## src/logic/mfPkg.sv

```systemverilog
`default_nettype none

package mfPkg;

	// datapath sizing
	localparam int NUM_TAPS = 8;                        // taps and coefficient words
	localparam int SAMPLE_WIDTH = 16;                   // one real or imaginary part
	localparam int PROD_WIDTH = 2 * SAMPLE_WIDTH;       // one real product
	localparam int TAP_SUM_WIDTH = PROD_WIDTH + 1;      // two products summed per tap
	localparam int ACC_WIDTH = 36;                      // full precision over all taps
	localparam int OUT_SHIFT = 15;                      // back to sample scale
	localparam int POWER_WIDTH = 33;                    // re^2 + im^2, unsigned
	localparam int TAP_IDX_WIDTH = $clog2(NUM_TAPS);

	// register map, byte addresses
	localparam int ADDR_WIDTH = 6;
	localparam int AXI_DATA_WIDTH = 32;
	localparam int AXI_STRB_WIDTH = AXI_DATA_WIDTH / 8;
	localparam logic [ADDR_WIDTH-1:0] COEFF_BASE = 6'd0;           // coefficient 0
	localparam logic [ADDR_WIDTH-1:0] COEFF_SPAN = 6'(4 * NUM_TAPS); // bytes in the bank
	localparam logic [ADDR_WIDTH-1:0] ID_ADDR = 6'd32;             // read-only identity
	localparam logic [AXI_DATA_WIDTH-1:0] ID_VALUE = 32'h6D66_0008; // "mf", 8 taps

	localparam logic [1:0] RESP_OKAY = 2'b00;
	localparam logic [1:0] RESP_SLVERR = 2'b10;

	// one complex value, re in the upper half
	typedef struct packed {
		logic signed [SAMPLE_WIDTH-1:0] re;
		logic signed [SAMPLE_WIDTH-1:0] im;
	} complexSample;

	// bus word seen raw by the bus side, complex by the correlator
	typedef union packed {
		logic [AXI_DATA_WIDTH-1:0] raw;
		complexSample cplx;
	} regWord;

	typedef struct packed {
		logic [ADDR_WIDTH-1:0] awaddr;
		logic awvalid;
		logic [AXI_DATA_WIDTH-1:0] wdata;
		logic [AXI_STRB_WIDTH-1:0] wstrb;
		logic wvalid;
		logic bready;
		logic [ADDR_WIDTH-1:0] araddr;
		logic arvalid;
		logic rready;
	} axiLiteReq;

	typedef struct packed {
		logic awready;
		logic wready;
		logic [1:0] bresp;
		logic bvalid;
		logic arready;
		logic [AXI_DATA_WIDTH-1:0] rdata;
		logic [1:0] rresp;
		logic rvalid;
	} axiLiteRsp;

endpackage

`default_nettype wire

```

## src/logic/mfCoeffRegs.sv

```systemverilog
`timescale 1ns/1ps
`default_nettype none

module mfCoeffRegs (
	input  logic clock,
	input  logic rst,
	input  mfPkg::axiLiteReq axiReq,
	output mfPkg::axiLiteRsp axiRsp,
	output mfPkg::complexSample coeffs [mfPkg::NUM_TAPS]
);

	mfPkg::regWord bank [mfPkg::NUM_TAPS]; // bus-side copy of the template

	// write channel state
	logic awReady;                          // shared by aw and w
	logic bValid;
	logic [1:0] bResp;
	logic wrFire;                           // aw and w handshake together
	logic wrHit;
	logic [mfPkg::ADDR_WIDTH-1:0] wrOffset;
	logic [mfPkg::TAP_IDX_WIDTH-1:0] wrIdx;

	// read channel state
	logic arReady;
	logic rValid;
	logic [1:0] rResp;
	logic [mfPkg::AXI_DATA_WIDTH-1:0] rData;
	logic rdFire;
	logic rdHit;
	logic idHit;
	logic [mfPkg::ADDR_WIDTH-1:0] rdOffset;
	logic [mfPkg::TAP_IDX_WIDTH-1:0] rdIdx;

	// byte lanes of the new data over the old word
	function automatic mfPkg::regWord mergeBytes(
		input mfPkg::regWord oldWord,
		input logic [mfPkg::AXI_DATA_WIDTH-1:0] data,
		input logic [mfPkg::AXI_STRB_WIDTH-1:0] strb
	);
		mfPkg::regWord merged;
		merged = oldWord;
		for (int b = 0; b < mfPkg::AXI_STRB_WIDTH; b++) begin
			if (strb[b]) begin
				merged.raw[8*b +: 8] = data[8*b +: 8];
			end
		end
		return merged;
	endfunction

	// address decode
	// an address below the base wraps to a large offset and misses
	assign wrOffset = axiReq.awaddr - mfPkg::COEFF_BASE;
	assign wrHit = (wrOffset < mfPkg::COEFF_SPAN) && (wrOffset[1:0] == 2'b00);
	assign wrIdx = wrOffset[mfPkg::TAP_IDX_WIDTH+1:2];  // word index

	assign rdOffset = axiReq.araddr - mfPkg::COEFF_BASE;
	assign rdHit = (rdOffset < mfPkg::COEFF_SPAN) && (rdOffset[1:0] == 2'b00);
	assign rdIdx = rdOffset[mfPkg::TAP_IDX_WIDTH+1:2];
	assign idHit = (axiReq.araddr == mfPkg::ID_ADDR);   // identity is read only

	assign wrFire = awReady && axiReq.awvalid && axiReq.wvalid;
	assign rdFire = arReady && axiReq.arvalid;

	// write FSM, one transaction outstanding
	always_ff @(posedge clock) begin
		if (rst) begin
			awReady <= 1'b0;
			bValid <= 1'b0;
			for (int k = 0; k < mfPkg::NUM_TAPS; k++) begin
				bank[k] <= '0;
			end
		end else begin
			awReady <= 1'b0;                            // ready is a single pulse
			if (wrFire) begin
				bValid <= 1'b1;
				if (wrHit) begin
					bank[wrIdx] <= mergeBytes(bank[wrIdx], axiReq.wdata, axiReq.wstrb);
				end
			end else if (bValid) begin
				if (axiReq.bready) begin
					bValid <= 1'b0;                     // response taken
				end
			end else if (axiReq.awvalid && axiReq.wvalid) begin
				awReady <= 1'b1;                        // need both before accepting
			end
		end
	end

	// read FSM
	always_ff @(posedge clock) begin
		if (rst) begin
			arReady <= 1'b0;
			rValid <= 1'b0;
		end else begin
			arReady <= 1'b0;
			if (rdFire) begin
				rValid <= 1'b1;
			end else if (rValid) begin
				if (axiReq.rready) begin
					rValid <= 1'b0;
				end
			end else if (axiReq.arvalid) begin
				arReady <= 1'b1;
			end
		end
	end

	// response payloads
	always_ff @(posedge clock) begin
		if (wrFire) begin
			bResp <= wrHit ? mfPkg::RESP_OKAY : mfPkg::RESP_SLVERR;
		end
		if (rdFire) begin
			if (rdHit) begin
				rData <= bank[rdIdx].raw;
				rResp <= mfPkg::RESP_OKAY;
			end else if (idHit) begin
				rData <= mfPkg::ID_VALUE;
				rResp <= mfPkg::RESP_OKAY;
			end else begin
				rData <= '0;                            // unmapped reads return zero
				rResp <= mfPkg::RESP_SLVERR;
			end
		end
	end

	// second register stage toward the datapath, complex view of each word
	always_ff @(posedge clock) begin
		if (rst) begin
			for (int k = 0; k < mfPkg::NUM_TAPS; k++) begin
				coeffs[k] <= '0;
			end
		end else begin
			for (int k = 0; k < mfPkg::NUM_TAPS; k++) begin
				coeffs[k] <= bank[k].cplx;
			end
		end
	end

	assign axiRsp = '{
		awready: awReady,
		wready: awReady,
		bresp: bResp,
		bvalid: bValid,
		arready: arReady,
		rdata: rData,
		rresp: rResp,
		rvalid: rValid
	};

endmodule

`default_nettype wire

```

## config.mk

```make
export PLATFORM = sky130hd
export DESIGN_NAME = mfCoeffRegs
export DESIGN_NICKNAME = d
export VERILOG_FILES = /design/src/logic/mfPkg.sv /design/src/logic/mfCoeffRegs.sv
export SDC_FILE = /design/constraint.sdc
export NUM_CORES = 1
export LEC_CHECK = 0
export ABC_AREA = 1
export BUFFER_PORTS_ARGS = -buffer_cell sky130_fd_sc_hd__buf_2
export CAP_MARGIN = 30
export CORE_UTILIZATION = 30
export CTS_CLUSTER_DIAMETER = 80
export DETAILED_ROUTE_END_ITERATION = 16
export SYNTH_ARGS = -nofsm -noshare
export SYNTH_HDL_FRONTEND = slang
export SYNTH_SLANG_ARGS = --single-unit
```

## constraint.sdc

```tcl
create_clock -name clock -period 3.3 [get_ports clock]
set_input_delay 0.165 -clock clock [delete_from_list [all_inputs] [get_ports clock]]
set_output_delay 0.165 -clock clock [all_outputs]
set_load 0.05 [all_outputs]
```

==> summary.md <==
| Metric | Value |
|---|---|
| Cell variety after synth | 22 |
| H-tree Lvls | 2 |
| Row Count | between 90 and 100 |
| Internal Power | about 0.012 W |
| Final min period | between 2 and 3 ns |
| IO Count | approximately 350 |
| Initial Utilization | between 30 and 40% |
| Switch Pwr | 0.00388 W |
| Final net count | 2442 |
| Num CTS Buffers | between 50 and 60 |
| P&R area growth vs syn | 24.3% |
| Final setup viols | 0 |
| Largest net degree at the start of global routing | just over 100 |
| Clk_skew | 0.0183 ns |
| CP cell instances | dlygate4sd3_1, buf_2, nand2_1, dlygate4sd3_1, nor2_1, nand3_2, nor2_4, nand2_1, nand2_1 |
| WHS Path Cells | 3 |
| Max_slew headroom | 36.8% |
| Final ANT Viol Nets | 0 |
| Fmax achieved | between 300 and 400 MHz |
| Remaining Overflow, GRT | 0 |
| Clock Root Buffer | clkbuf_16 |
| Reg2reg start | awReady |
| Vias | roughly 15000 |
| Worst path slowest cell | dlygate4sd3_1 |
| Maximum vdd ir drop | between 0.3 and 0.4 mV |
| Critical path buffers and inverters | 3 |
| Setup CP Type | input port to flop |
| Worst-path clk slew | ~0.06 ns |
| Clock sink count | 550 |
| Worst-path maximum fanout | 9 |
| Mean area per synthesized cell | ~9.8 sq um |
| Core footprint | roughly 66000 sq um |
| #FFs+latches synth | 550 |
| Final total power | about 0.015 W |
| Router iterations before antenna repair | 5 |
| Max_cap viols | 0 |
| Initial antenna violation count | 2 |
| Drt first-iter violations | 1043 |
| Sequential fraction of the synthesis area | between 60 and 70% |
| Slew Viols, Final | 0 |
| Vias in the first global route | 14401 |
| Setup TNS | 0 ns |
| Clk network pwr share | between 40% and 50% |
| First-pass GRT wire length | about 90000 um |
| GRT Total Usage | about 18% |
| CP most frequent cell | nand2_1 |
| WP depth | 9 |
| Final period util | ~88% |
| Post-CTS setup buffers | 0 |
| Hpwl dp | roughly 44000 um |
| Reg2Reg Setup Slack | approximately 0.78 ns |
| Slew @ Worst Pin | 0.945 ns |
| Outcome | finished clean |
| DIE AREA | 67400 sq um |
| Bufs on Longest Clock Path | 3 |
| Leak | about 12 nW |
| Cell family with most CP delay | simple AND/OR/NAND/NOR gates |
| Port buffer count | between 300 and 400 |
| RSZ-0062 raised after global routing | false |
| YS warnings | 0 |
| Hold path startpoint | axiReq[16] |
| Crit. End Element | flop |
| CTS tree | done |
| Post-route DRC violation count | 0 |
| Pwr dens | 624 nW/um^2 |
| FF-to-FF path depth | 6 |
| Critical path's largest stage delay | around 0.56 ns |
| Layout cell share with drive strength beyond 1 | approximately a fifth |
| Die Span Y | 260 um |
| WP data required | 3.56 ns |
| Mapped Area | ~20000 sq um |
| Logic pwr share | about 8.2% |
| Mapped Cells | roughly 2000 |
| Sequential power share | about half |
| Final WL | a little over 60000 um |
| Worst EP arrival | between 3 and 4 ns |
| HP Class | input port to flop |
| Critical Path Start Type | input port |
| Insertion delay to the later sink of the worst-skew pair | roughly 0.60 ns |
| Post-DR vias/cell | approximately 4.5 |
| Die boundary width | 260 um |
| Switching power share of the total | between 20% and 30% |
| Final Hold Fails | 0 |
| Worst Setup SP | axiReq[46] |
| Routed len/inst | approximately 19 um |
| Routability congestion estimate | between 0.8 and 0.9 |
## cell type report
cell class,instances,area [sq um]
flip-flops and latches,550,13900
fillers,6580,41000
well taps,864,1080
clock inverters,27,226
diodes,1,2.50
clock buffers,83,1770
repair buffers,386,2100
inverters,304,1140
multi-input cells,1087,4510
## metrics by stage
step / std cells / setup slack, ns / hold WS (ns) / utilization (%) / area [sq um]
final: 3302 / 0.392 / 0.0502 / 37.6 / 24700
after global placement: 3180 / 0.774 / 0.414 / 34.4 / 22600
after detailed placement: 3181 / 0.673 / 0.418 / 34.5 / 22700
after floorplan: 2033 / 1.55 / 0.292 / - / 19900
after global routing: 3302 / 0.269 / 0.0353 / 37.6 / 24700
after CTS: 3301 / 0.388 / 0.0181 / 37.6 / 24700
## what timing repair did
| action | 4_1_cts | 5_1_grt |
|---|---|---|
| gates resized for setup | 0 | 0 |
| setup endpoints to repair | 0 | 0 |
| hold buffers | 10 | 0 |
| endpoints found under the hold margin | 40 | 0 |
## cell families (layout without fill, tap and decap cells)
logic type	Yosys count	in the layout	synth area share [%]
AND/OR/NAND/NOR	1017	1017	20.3
flip-flops	550	550	69.9
buffers and inverters	396	800	7.60
AO/OA/AOI/OAI	68	68	2.25
other	1	3	0.0188
## routing by layer
layer / routed length, um / up-vias / global-route usage [%]
li1: - / 7038 / -
met1: 26500 / 7070 / 23.6
met2: 29200 / 587 / 29.3
met3: 4150 / 99 / 3.43
met4: 1900 / 0 / 6.58
met5: 0 / - / 0
## final timing paths
check	end
worst max-delay path	bank[7][6]
worst min-delay path	bank[3][2]
worst max register to register	bank[7][6]
worst min register to register	arReady
## layout by cell type, fill, tap and decap left out, types with 6 or more instances in the layout
cell / n
clkinv_2: 11
inv_1: 299
dfxtp_1: 260
nor3_1: 8
buf_4: 25
o21ai_0: 12
buf_2: 346
a21oi_1: 13
clkbuf_8: 6
dlygate4sd3_1: 10
nand3_1: 127
clkbuf_16: 66
o211ai_1: 42
nor2_1: 558
clkbuf_1: 10
nand2_1: 312
edfxtp_1: 290
## cell usage after synthesis
| library cell | instances | area (sq um) |
|---|---|---|
| a21oi_1 | 13 | 65.1 |
| buf_1 | 5 | 18.8 |
| buf_2 | 1 | 5.00 |
| buf_4 | 7 | 52.6 |
| clkbuf_1 | 79 | 297 |
| conb_1 | 1 | 3.75 |
| dfxtp_1 | 260 | 5200 |
| edfxtp_1 | 290 | 8710 |
| inv_1 | 301 | 1130 |
| inv_2 | 3 | 11.3 |
| nand2_1 | 312 | 1170 |
| nand3_1 | 127 | 636 |
| nand3_2 | 1 | 10.0 |
| nor2_1 | 559 | 2100 |
| nor2_4 | 4 | 45.0 |
| nor2b_1 | 1 | 6.26 |
| nor3_1 | 11 | 55.1 |
| nor4_1 | 1 | 6.26 |
| o211ai_1 | 42 | 315 |
| o21a_1 | 1 | 7.51 |
| o21ai_0 | 12 | 60.1 |
| or2_2 | 1 | 6.26 |
## power by group through the flow
stage / logic (W) / registers [W] / clock network, W
3_3_place_gp: 0.00126 / 0.00764 / 0
6_report: 0.00127 / 0.00748 / 0.00670
5_1_grt: 0.00136 / 0.00750 / 0.00710
3_5_place_dp: 0.00127 / 0.00763 / 0
2_1_floorplan: 0.000466 / 0.00799 / 0
4_1_cts: 0.00128 / 0.00749 / 0.00682
## worst reg2reg max path: stages, from the launching register on
cell,delay [ns]
dfxtp_1,0.36
inv_1,0.05
nor2_1,0.28
nand3_2,0.45
nor2_4,0.38
nand2_1,0.27
nand2_1,0.39
## flip-flops by register name, summed over array words and instances (netlist names)
name     flops
bank       256
coeffs     256
rData       32
arReady      1
awReady      1
bResp        1
bValid       1
rResp        1
rValid       1
Note: power is estimated with default switching activity, not from simulation.
