==> config.mk <==
export PLATFORM = sky130hd
export DESIGN_NAME = powerDetect
export DESIGN_NICKNAME = d
export VERILOG_FILES = /design/src/logic/mfPkg.sv /design/src/logic/powerDetect.sv
export SDC_FILE = /design/constraint.sdc
export NUM_CORES = 1
export LEC_CHECK = 0
export BUFFER_PORTS_ARGS = -buffer_cell sky130_fd_sc_hd__buf_2
export CORE_MARGIN = 2
export CORE_UTILIZATION = 45
export CTS_CLUSTER_SIZE = 10
export DETAILED_ROUTE_END_ITERATION = 6
export HOLD_SLACK_MARGIN = 0.03
export PLACE_DENSITY = 0.61
export SYNTH_ARGS = -nofsm -noshare
export SYNTH_HDL_FRONTEND = slang
export SYNTH_SLANG_ARGS = --single-unit
==> constraint.sdc <==
create_clock -name clock -period 15.2 [get_ports clock]
set_clock_uncertainty 0.1 [all_clocks]
set_input_delay 0 -clock clock [delete_from_list [all_inputs] [get_ports clock]]
set_output_delay 0 -clock clock [all_outputs]
set_load 0.01 [all_outputs]
==> src/logic/mfPkg.sv <==
`default_nettype none

package mfPkg;

	// datapath sizing
	localparam int NUM_TAPS = 8;                        // taps and coefficient words
	localparam int SAMPLE_WIDTH = 16;                   // one real or imaginary part
	localparam int PROD_WIDTH = 2 * SAMPLE_WIDTH;       // one real product
	localparam int TAP_SUM_WIDTH = PROD_WIDTH + 1;      // two products summed per tap
	localparam int ACC_WIDTH = 36;                      // full precision over all taps
	localparam int OUT_SHIFT = 15;                      // back to sample scale
	localparam int POWER_WIDTH = 33;                    // re^2 + im^2, unsigned
	localparam int TAP_IDX_WIDTH = $clog2(NUM_TAPS);

	// register map, byte addresses
	localparam int ADDR_WIDTH = 6;
	localparam int AXI_DATA_WIDTH = 32;
	localparam int AXI_STRB_WIDTH = AXI_DATA_WIDTH / 8;
	localparam logic [ADDR_WIDTH-1:0] COEFF_BASE = 6'd0;           // coefficient 0
	localparam logic [ADDR_WIDTH-1:0] COEFF_SPAN = 6'(4 * NUM_TAPS); // bytes in the bank
	localparam logic [ADDR_WIDTH-1:0] ID_ADDR = 6'd32;             // read-only identity
	localparam logic [AXI_DATA_WIDTH-1:0] ID_VALUE = 32'h6D66_0008; // "mf", 8 taps

	localparam logic [1:0] RESP_OKAY = 2'b00;
	localparam logic [1:0] RESP_SLVERR = 2'b10;

	// one complex value, re in the upper half
	typedef struct packed {
		logic signed [SAMPLE_WIDTH-1:0] re;
		logic signed [SAMPLE_WIDTH-1:0] im;
	} complexSample;

	// bus word seen raw by the bus side, complex by the correlator
	typedef union packed {
		logic [AXI_DATA_WIDTH-1:0] raw;
		complexSample cplx;
	} regWord;

	typedef struct packed {
		logic [ADDR_WIDTH-1:0] awaddr;
		logic awvalid;
		logic [AXI_DATA_WIDTH-1:0] wdata;
		logic [AXI_STRB_WIDTH-1:0] wstrb;
		logic wvalid;
		logic bready;
		logic [ADDR_WIDTH-1:0] araddr;
		logic arvalid;
		logic rready;
	} axiLiteReq;

	typedef struct packed {
		logic awready;
		logic wready;
		logic [1:0] bresp;
		logic bvalid;
		logic arready;
		logic [AXI_DATA_WIDTH-1:0] rdata;
		logic [1:0] rresp;
		logic rvalid;
	} axiLiteRsp;

endpackage

`default_nettype wire

==> src/logic/powerDetect.sv <==
`timescale 1ns/1ps
`default_nettype none

module powerDetect (
	input  logic clock,
	input  logic rst,
	input  logic advance,
	input  mfPkg::complexSample corrOut,
	input  logic corrValid,
	output logic [mfPkg::POWER_WIDTH-1:0] outPower,
	output logic outValid                             // also tells the top this slot is full
);

	logic [mfPkg::PROD_WIDTH-1:0] reSq;               // square is never negative
	logic [mfPkg::PROD_WIDTH-1:0] imSq;
	logic [mfPkg::POWER_WIDTH-1:0] powerNext;

	always_comb begin
		reSq = $signed(corrOut.re) * $signed(corrOut.re);
		imSq = $signed(corrOut.im) * $signed(corrOut.im);
		powerNext = reSq + imSq;                      // carry lands in the top bit
	end

	// valid flag
	always_ff @(posedge clock) begin
		if (rst) begin
			outValid <= 1'b0;
		end else if (advance) begin
			outValid <= corrValid;
		end
	end

	// held while stalled
	always_ff @(posedge clock) begin
		if (advance) begin
			outPower <= powerNext;
		end
	end

endmodule

`default_nettype wire

==> impl_metrics.ini, run 1 <==
[timing]
hold_violations = 0
setup_viol = 0
min_period_over_period_pct = 51.4
report.final.slew_viol_count = 0
setup_tns_ps = 0
tightest_slew_ps = 855
rsz0062_at_grt = false
slew_headroom_pct = 42.5
period_minus_slack_ps = 7810
max_freq_mhz = 128

[final_layout]
diodes = 0
area_growth_pct = 5.13
layout-drive-gt1-share_pct = 4.01
fin_nets = 2960

[synth]
synth_warnings = 0
synth_seq_area_share_pct = 4.95
synth-compound-area-share_pct = 7.61
avgSynthCellArea_um2 = 9.19
synthMuxAreaShare_pct = 0.159
async_flop_share_pct = 0
netlist_area_um2 = 20400
ys_ff_latch = 34
yosysUniqueCellTypes = 58
synth_xor_area_share_pct = 4.59
synth_top_flop_cell = edfxtp_1
synthCells = 2220
synth_top_family_by_area = adder cells
synth-edff-count = 33
synthAdderAreaFrac_pct = 59.3
syn-num-nets = 2938
synthSimpleGateAreaFrac_pct = 10.2

[critical_path]
criticalPathCategory = input pin to flip-flop
critPathLaunchType = input pin
max_stage_delay_ps = 600
critPathSlowestCell = a21boi_0
crit_required_ps = 15140
worstRegToRegCells = 3
endpoint_kind = flip-flop
r2r_end = outValid$_SDFFE_PP0P_
critical_path_peak_fanout = 16
reg2reg_slack_ps = 13960
cp_common_cell = fa_1
worstPathArrival_ps = 7750
reg2reg_from = outValid$_SDFFE_PP0P_

[status]
status = finished clean

[global_route]
first_global_vias = 15600
track_usage_pct = 19.2
grt_pass1_wl_um = 73000
overflow = 0
antenna_found_initial = 0
grt_start_max_net_pins = 35

[worst_hold_path]
hp-class = input pin to flip-flop
hold_depth = 2
hold_path_startpoint = corrOut[16]
whs_endpoint = outPower[0]$_DFFE_PP_

[flow_run]
maxCapViolCount = 0

[drt]
wl_um = 42000
first_pass_iters = 5
drt_drc_violations_left = 0
drt_iter0_drc = 481
vias = 14200
antenna_left = 0
routedWlPerCell_um = 14.8
viasPerCell = 4.98

[placed_design]
port_buffers = 69
dp_hpwl_um = 36900
globalplace.congestion = 0.860

[floorplan]
core_um2 = 45100
dieArea_um2 = 47100
die_y_um = 217
ioPinCount = 70
initial_utilization_pct = 45.3
die_w_um = 217
row_count = 78

[cts]
htreeDepth = 2
ctsResizeCount = 0
cts_max_path_buffers = 2
cts_root_buf = clkbuf_16
clkSinkCount = 34
clock_latency_ps = 290
cts_buffers = 5
tritoncts = built
cts.reportedPaths.clkPinSlew_ps = 60
how the worst max path moves through the flow:
stage | start | end | slack (ps) | cells past startpoint
2_1_floorplan | corrOut[17] | outPower[31]$_DFFE_PP_ | 7640 | 30
3_3_place_gp | corrOut[3] | outPower[29]$_DFFE_PP_ | 7250 | 29
3_5_place_dp | corrOut[3] | outPower[29]$_DFFE_PP_ | 7130 | 29
4_1_cts | corrOut[3] | outPower[29]$_DFFE_PP_ | 7440 | 29
5_1_grt | corrOut[3] | outPower[29]$_DFFE_PP_ | 6990 | 29
6_report | corrOut[3] | outPower[29]$_DFFE_PP_ | 7390 | 29
cells in the final DEF, fill, tap and decap left out, types with 4 or more instances in the layout:
cell type	n
inv_1	660
fa_1	476
ha_1	206
nand2_1	187
nor2_1	85
and2_1	85
xnor2_1	84
a21oi_1	72
buf_2	69
a21o_1	43
o21ai_0	34
edfxtp_1	33
xor2_1	23
o21bai_1	18
nor2b_1	16
nand3_1	16
nand2b_1	14
o21a_1	13
a211oi_1	9
nor3_1	8
and3_1	8
a31oi_1	7
o31ai_1	5
nand4_1	5
clkbuf_16	5
o31a_1	4
a211o_1	4
nand3b_1	4
o211ai_1	4
per-stage QoR:
step	setup slack (ps)	util (%)	cells	instance area (um^2)	hold WS, ps
3_5_place_dp	7130	47.2	2833	21300	62.4
2_1_floorplan	7640	-	2220	20400	-27.6
3_3_place_gp	7250	47.2	2833	21300	55.3
4_1_cts	7440	47.6	2843	21500	278
6_report	7390	47.6	2843	21500	262
5_1_grt	6990	47.6	2843	21500	280
area by class of cell:
type | count | area, um^2
clock buffer | 5 | 125
timing repair buffer | 71 | 365
multi-input combinational | 1470 | 16700
fill | 4292 | 23600
clock inverter | 3 | 16.3
tap | 600 | 751
sequential | 34 | 1010
inverter | 660 | 2480
flip-flops by register name, summed over array words and instances, names as in the netlist:
name,flops
outPower,33
outValid,1
critical path, delay by kind of cell:
family / cells / cell delay, ps
fa+ha+maj: 8 / 3820
compound gates: 9 / 2430
simple gates: 6 / 890
buf+inv: 4 / 400
xor+xnor: 2 / 180
repair_timing:
item / in CTS / in global routing
buffers inserted: 0 / 0
endpoints found under the hold margin: 1 / 0
hold buffers: 2 / 0
cells in the mapped netlist (2+ instances only):
library cell,instances,share of area (%)
nand2_1,187,3.4
nand4_1,5,0.15
o31a_1,4,0.17
o21a_1,13,0.48
xnor2_1,84,3.6
xor2_1,23,0.99
or2_2,3,0.092
and4_1,3,0.13
a211o_1,4,0.17
mux2_2,2,0.11
a221oi_1,2,0.086
o21bai_1,18,0.66
o211ai_1,4,0.15
a31o_2,2,0.086
a211oi_1,9,0.33
and2_1,85,2.6
o21ai_0,34,0.83
inv_1,660,12
nor3_1,8,0.20
or3_1,3,0.092
a21oi_1,72,1.8
o31ai_1,5,0.18
nand3b_1,4,0.15
nand2b_1,14,0.43
a21o_1,43,1.6
and3_1,8,0.25
edfxtp_1,33,4.9
nand3_1,16,0.39
a21boi_0,3,0.11
fa_1,476,47
nor2b_1,16,0.49
ha_1,206,13
nor3b_1,2,0.074
a31oi_1,7,0.21
nor2_1,85,1.6
clkbuf_1,55,1.0
per-layer routing:
layer	vias to the layer above	part of all wire [%]	global-route usage, %
met5	-	0	0
li1	6627	-	-
met4	0	1.8	3.20
met3	48	2.8	1.84
met2	208	54	36.0
met1	7289	42	24.3
cell families (layout without fill, tap and decap cells):
family	after synthesis	in the layout
and+or+nand+nor	442	442
adders and majority gates	682	682
AOI/OAI and AO/OA	236	236
DFF	34	34
muxes	3	3
xor gates and xnor gates	107	107
buffers and inverters	716	739
Power of run 1 is left out: the tool's default activity adds up to more than one toggle a clock period on the data nets, which glitch-free logic cannot reach.
==> run 2: changes to the inputs <==
Settings changed: ABC_AREA from default to 1, PLACE_DENSITY 0.61 to 0.63.
Clock period 15.2 ns to 6.9 ns, I/O delays scaled along.
==> impl_metrics.ini, run 2 <==
[worst_hold_path]
whs_endpoint = outPower[0]$_DFFE_PP_
hold_path_startpoint = corrOut[16]
hp-class = input pin to flip-flop
hold_depth = 3

[synth]
yosysUniqueCellTypes = 32
synthSimpleGateAreaFrac_pct = 19.4
synthAdderAreaFrac_pct = 53.6
synth.most_common_cell = inv_1
synthCells = 2975
syn-num-nets = 3693
synth-compound-area-share_pct = 3.20
synthTopCellsByArea = fa_1 (42%), inv_1 (15%), nand2_1 (12%), ha_1 (11%), edfxtp_1 (4.4%)
netlist.area_leader.share_pct = 42.2
synth_top_family_by_area = adder cells
synth_warnings = 0
netlist_area_um2 = 22600
ys_ff_latch = 34
synth-edff-count = 33
synth_xor_area_share_pct = 2.71
synthMuxAreaShare_pct = 0.0443
synth_top_flop_cell = edfxtp_1
synth_seq_area_share_pct = 4.47
avgSynthCellArea_um2 = 7.60
synthTopCellsByCount = inv_1 (927), nand2_1 (734), fa_1 (476), ha_1 (206), nor2_1 (118)
synth_largest_area_cell = fa_1
async_flop_share_pct = 0

[final_layout]
layout-drive-gt1-share_pct = 7.82
final_common_cell = inv_1
area_growth_pct = 8.11
layout_common_cells = inv_1 (922), nand2_1 (734), fa_1 (472)
fin_nets = 3799
fin_util_pct = 49.0
diodes = 0
largest_reg_flops = 33
reg_top3 = outPower x33, outValid x1
regMostFlops = outPower

[global_route]
track_usage_pct = 22.2
antenna_found_initial = 0
first_global_vias = 19500
overflow = 0
grt_pass1_wl_um = 95000
grt_start_max_net_pins = 35

[floorplan]
die_w_um = 228
initial_utilization_pct = 45.3
row_count = 82
die_y_um = 228
dieArea_um2 = 52000
ioPinCount = 70
core_um2 = 49900

[cts]
htreeDepth = 2
cts.reportedPaths.clkPinSlew_ps = 60
tritoncts = built
cts_setup_buffers = 0
cts_root_buf = clkbuf_16
cts_buffers = 5
cts_max_path_buffers = 2
clock_latency_ps = 280
clkSinkCount = 34

[timing]
max_freq_mhz = 153
tightest_slew_ps = 793
hold_violations = 0
setup_slack_ps = 358
setup_viol = 0
min_period_over_period_pct = 94.8
period_minus_slack_ps = 6540
slew_headroom_pct = 47.1
report.final.slew_viol_count = 0
rsz0062_at_grt = false
timing.hold.ws_ps = 208

[critical_path]
reg2reg_slack_ps = 5660
crit_required_ps = 6840
r2r_end = outValid$_SDFFE_PP0P_
cp_common_cell = nand2_1
reg2reg_from = outValid$_SDFFE_PP0P_
critPathSlowestCell = fa_2
critical_path_peak_fanout = 9
criticalPathCategory = input pin to flip-flop
endpoint_kind = flip-flop
worstPathArrival_ps = 6480
critPathLaunchType = input pin
worstRegToRegCells = 3
max_stage_delay_ps = 640

[drt]
vias = 18000
wl_um = 55000
routedWlPerCell_um = 14.7
viasPerCell = 4.78
drt_drc_violations_left = 0
first_pass_iters = 5
antenna_left = 0
drt_iter0_drc = 834

[flow_run]
maxCapViolCount = 0

[placed_design]
dp_hpwl_um = 50400
port_buffers = 69
place_ws_ps = -69.2
globalplace.congestion = 0.965

[status]
status = finished clean
## run 2: changes by cell type after synthesis, moves of 11 or more
cell      before  now
nand2_1      187  734
inv_1        660  927
and2_1        85    4
nand3_1       16   97
xnor2_1       84   14
a21o_1        43    4
nor2_1        85  118
xor2_1        23   56
nand4_1        5   29
nor2_2         0   16
nor2b_1       16    0
nand2b_1      14    0
nand2_2        0   12
nor3_1         8   19
## run 2: what timing repair did
| item | 4_1_cts | 5_1_grt |
|---|---|---|
| setup endpoints to repair | 0 | 9 |
| hold buffers | 2 | 0 |
| gates resized for setup | 0 | 19 |
| hold endpoints to repair | 1 | 0 |
## run 2: critical path, delay by kind of cell
| family | cells | cell delay, ps |
|---|---|---|
| buffers and inverters | 9 | 890 |
| XOR/XNOR | 1 | 220 |
| AND/OR/NAND/NOR | 13 | 1350 |
| AO/OA/AOI/OAI | 1 | 230 |
| adder cells (fa/ha/maj) | 8 | 3780 |
## run 2: layer usage
metal / global-route usage, % / routed length, um
met1: 30.1 / 24900
met2: 40.0 / 27500
met3: 1.01 / 1700
met4: 3.92 / 898
met5: 0 / 0
## run 2: logic make-up (layout without fill, tap and decap cells)
family / count (synthesis) / count (layout)
flip-flops: 34 / 34
XOR/XNOR: 70 / 70
multiplexers: 1 / 1
AO/OA/AOI/OAI: 132 / 132
adder cells (fa/ha/maj): 682 / 682
buffers and inverters: 1000 / 1107
AND/OR/NAND/NOR: 1056 / 1056
## run 2: how the worst max path moves through the flow
stage / slack (ps) / endpoint / start
global route: 8 / outPower[29]$_DFFE_PP_ / corrOut[15]
floorplan: 530 / outPower[31]$_DFFE_PP_ / corrOut[1]
detailed placement: -70 / outPower[29]$_DFFE_PP_ / corrOut[15]
global placement: -130 / outPower[29]$_DFFE_PP_ / corrOut[15]
finish: 360 / outPower[31]$_DFFE_PP_ / corrOut[15]
CTS: 190 / outPower[29]$_DFFE_PP_ / corrOut[15]
## run 2: area by class of cell
cell class	instances	area [um^2]
fillers	5008	25400
multi-input cells	1941	17900
inverters	936	3510
repair buffers	163	1060
flip-flops and latches	34	1010
well taps	672	841
clock buffers	5	125
clock inverters	3	11.3
## run 2: through the flow
stage          setup TNS [ps]  area (um^2)  cells
2_1_floorplan               0        22600   2975
3_3_place_gp             -218        24200   3744
3_5_place_dp             -198        24200   3744
4_1_cts                     0        24400   3754
5_1_grt                     0        24400   3754
6_report                    0        24400   3754
Power of run 2 is left out for the same reason.
==> run 3: changes to the inputs <==
Settings changed: PLACE_DENSITY 0.63 to default.
Clock period 6.9 ns to 7.3 ns, I/O delays scaled along.
==> impl_metrics.ini, run 3 (synthesis gave the netlist of run 2 again) <==
[floorplan]
ioPinCount = 70
die_y_um = 228
initial_utilization_pct = 45.3
core_um2 = 49900
row_count = 82
die_w_um = 228
dieArea_um2 = 52000

[timing]
setup_tns_ps = 0
period_minus_slack_ps = 6820
setup_viol = 0
tightest_slew_ps = 795
report.final.slew_viol_count = 0
min_period_over_period_pct = 93.5
rsz0062_at_grt = false
max_freq_mhz = 147
hold_violations = 0
slew_headroom_pct = 47.0

[global_route]
grt_start_max_net_pins = 35
antenna_found_initial = 1
grt_pass1_wl_um = 93800
overflow = 0
track_usage_pct = 22.0
first_global_vias = 19000

[cts]
clkSinkCount = 34
cts.reportedPaths.clkPinSlew_ps = 60
cts_max_path_buffers = 2
cts_root_buf = clkbuf_16
cts_buffers = 5
tritoncts = built
htreeDepth = 2
clock_latency_ps = 280

[drt]
drt_iter0_drc = 856
antenna_left = 0
drt_drc_violations_left = 0
first_pass_iters = 7
viasPerCell = 4.79
routedWlPerCell_um = 14.7
vias = 17600
wl_um = 54000

[final_layout]
fin_util_pct = 47.8
fin_nets = 3722
largest_reg_flops = 33
area_growth_pct = 5.53
layout_common_cells = inv_1 (927), nand2_1 (734), fa_1 (475)
regMostFlops = outPower
final_common_cell = inv_1
layout-drive-gt1-share_pct = 4.99
reg_top3 = outPower x33, outValid x1
diodes = 0

[critical_path]
endpoint_kind = flip-flop
crit_required_ps = 7240
critical_path_peak_fanout = 11
critPathLaunchType = input pin
worstPathArrival_ps = 6770
criticalPathCategory = input pin to flip-flop

[flow_run]
maxCapViolCount = 0

[placed_design]
dp_hpwl_um = 49500
port_buffers = 69
globalplace.congestion = 0.944

[worst_hold_path]
hp-class = input pin to flip-flop

[status]
status = finished clean
## run 3: cell types whose count changed in the layout (fill, tap and decap cells not counted), sizes merged
| cell | previous run | this run |
|---|---|---|
| buf | 161 | 84 |
| bufinv | 0 | 1 |
| clkinv | 4 | 3 |
## run 3: final timing paths
| check | start | to | slack [ps] | cells after the start |
|---|---|---|---|---|
| min reg2reg | outValid$_SDFFE_PP0P_ | outValid$_SDFFE_PP0P_ | 940 | 3 |
| min | advance | outPower[0]$_DFFE_PP_ | 250 | 1 |
| max reg2reg | outValid$_SDFFE_PP0P_ | outValid$_SDFFE_PP0P_ | 6060 | 3 |
| max | corrOut[1] | outPower[30]$_DFFE_PP_ | 480 | 28 |
## run 3: final cells by class
type	count	area, um^2
Fill cell	5088	26000
Multi-Input combinational cell	1941	17800
Inverter	936	3510
Sequential cell	34	1010
Tap cell	672	841
Timing Repair Buffer	86	478
Clock buffer	5	125
Clock inverter	3	40.0
## run 3: per-layer routing
layer	global-route usage, %	vias to the layer above	part of all wire (%)
li1	-	8588	-
met4	3.57	0	1.6
met1	30.0	8676	46
met3	0.725	45	2.8
met2	39.6	287	50
met5	0	-	0
## run 3: critical path, stage by stage
cell     delay [ps]
buf_2           180
nand2_1         130
inv_1            90
fa_1            670
inv_1           150
fa_2            670
inv_1           180
fa_1            500
fa_1            480
fa_1            540
fa_1            420
ha_1            420
nand2_1         180
nor2_1          250
nand2_1          90
inv_1            70
nand4_1         160
nand4_1         130
nand2_1          90
ha_1            400
a21oi_1         250
o21ai_0         200
nand2_1          90
nand2_1          50
a21oi_1         170
nand2_1          80
nand2_1          60
nand2_1          50
## run 3: timing repair
| item | 4_1_cts | 5_1_grt |
|---|---|---|
| hold buffers | 2 | 0 |
| setup buffers | 0 | 0 |
| gates resized for setup | 0 | 2 |
| hold endpoints to repair | 1 | 0 |
| setup endpoints to repair | 0 | 2 |
## run 3: through the flow
step	instances	hold slack (ps)	worst slack, ps	cell area (um^2)
global placement	3667	57.1	175	23700
finish	3677	246	476	23900
global route	3677	283	54.9	23900
CTS	3677	254	442	23800
floorplan	2975	-27.6	933	22600
detailed placement	3667	66.7	167	23700
Power of run 3 is left out for the same reason.
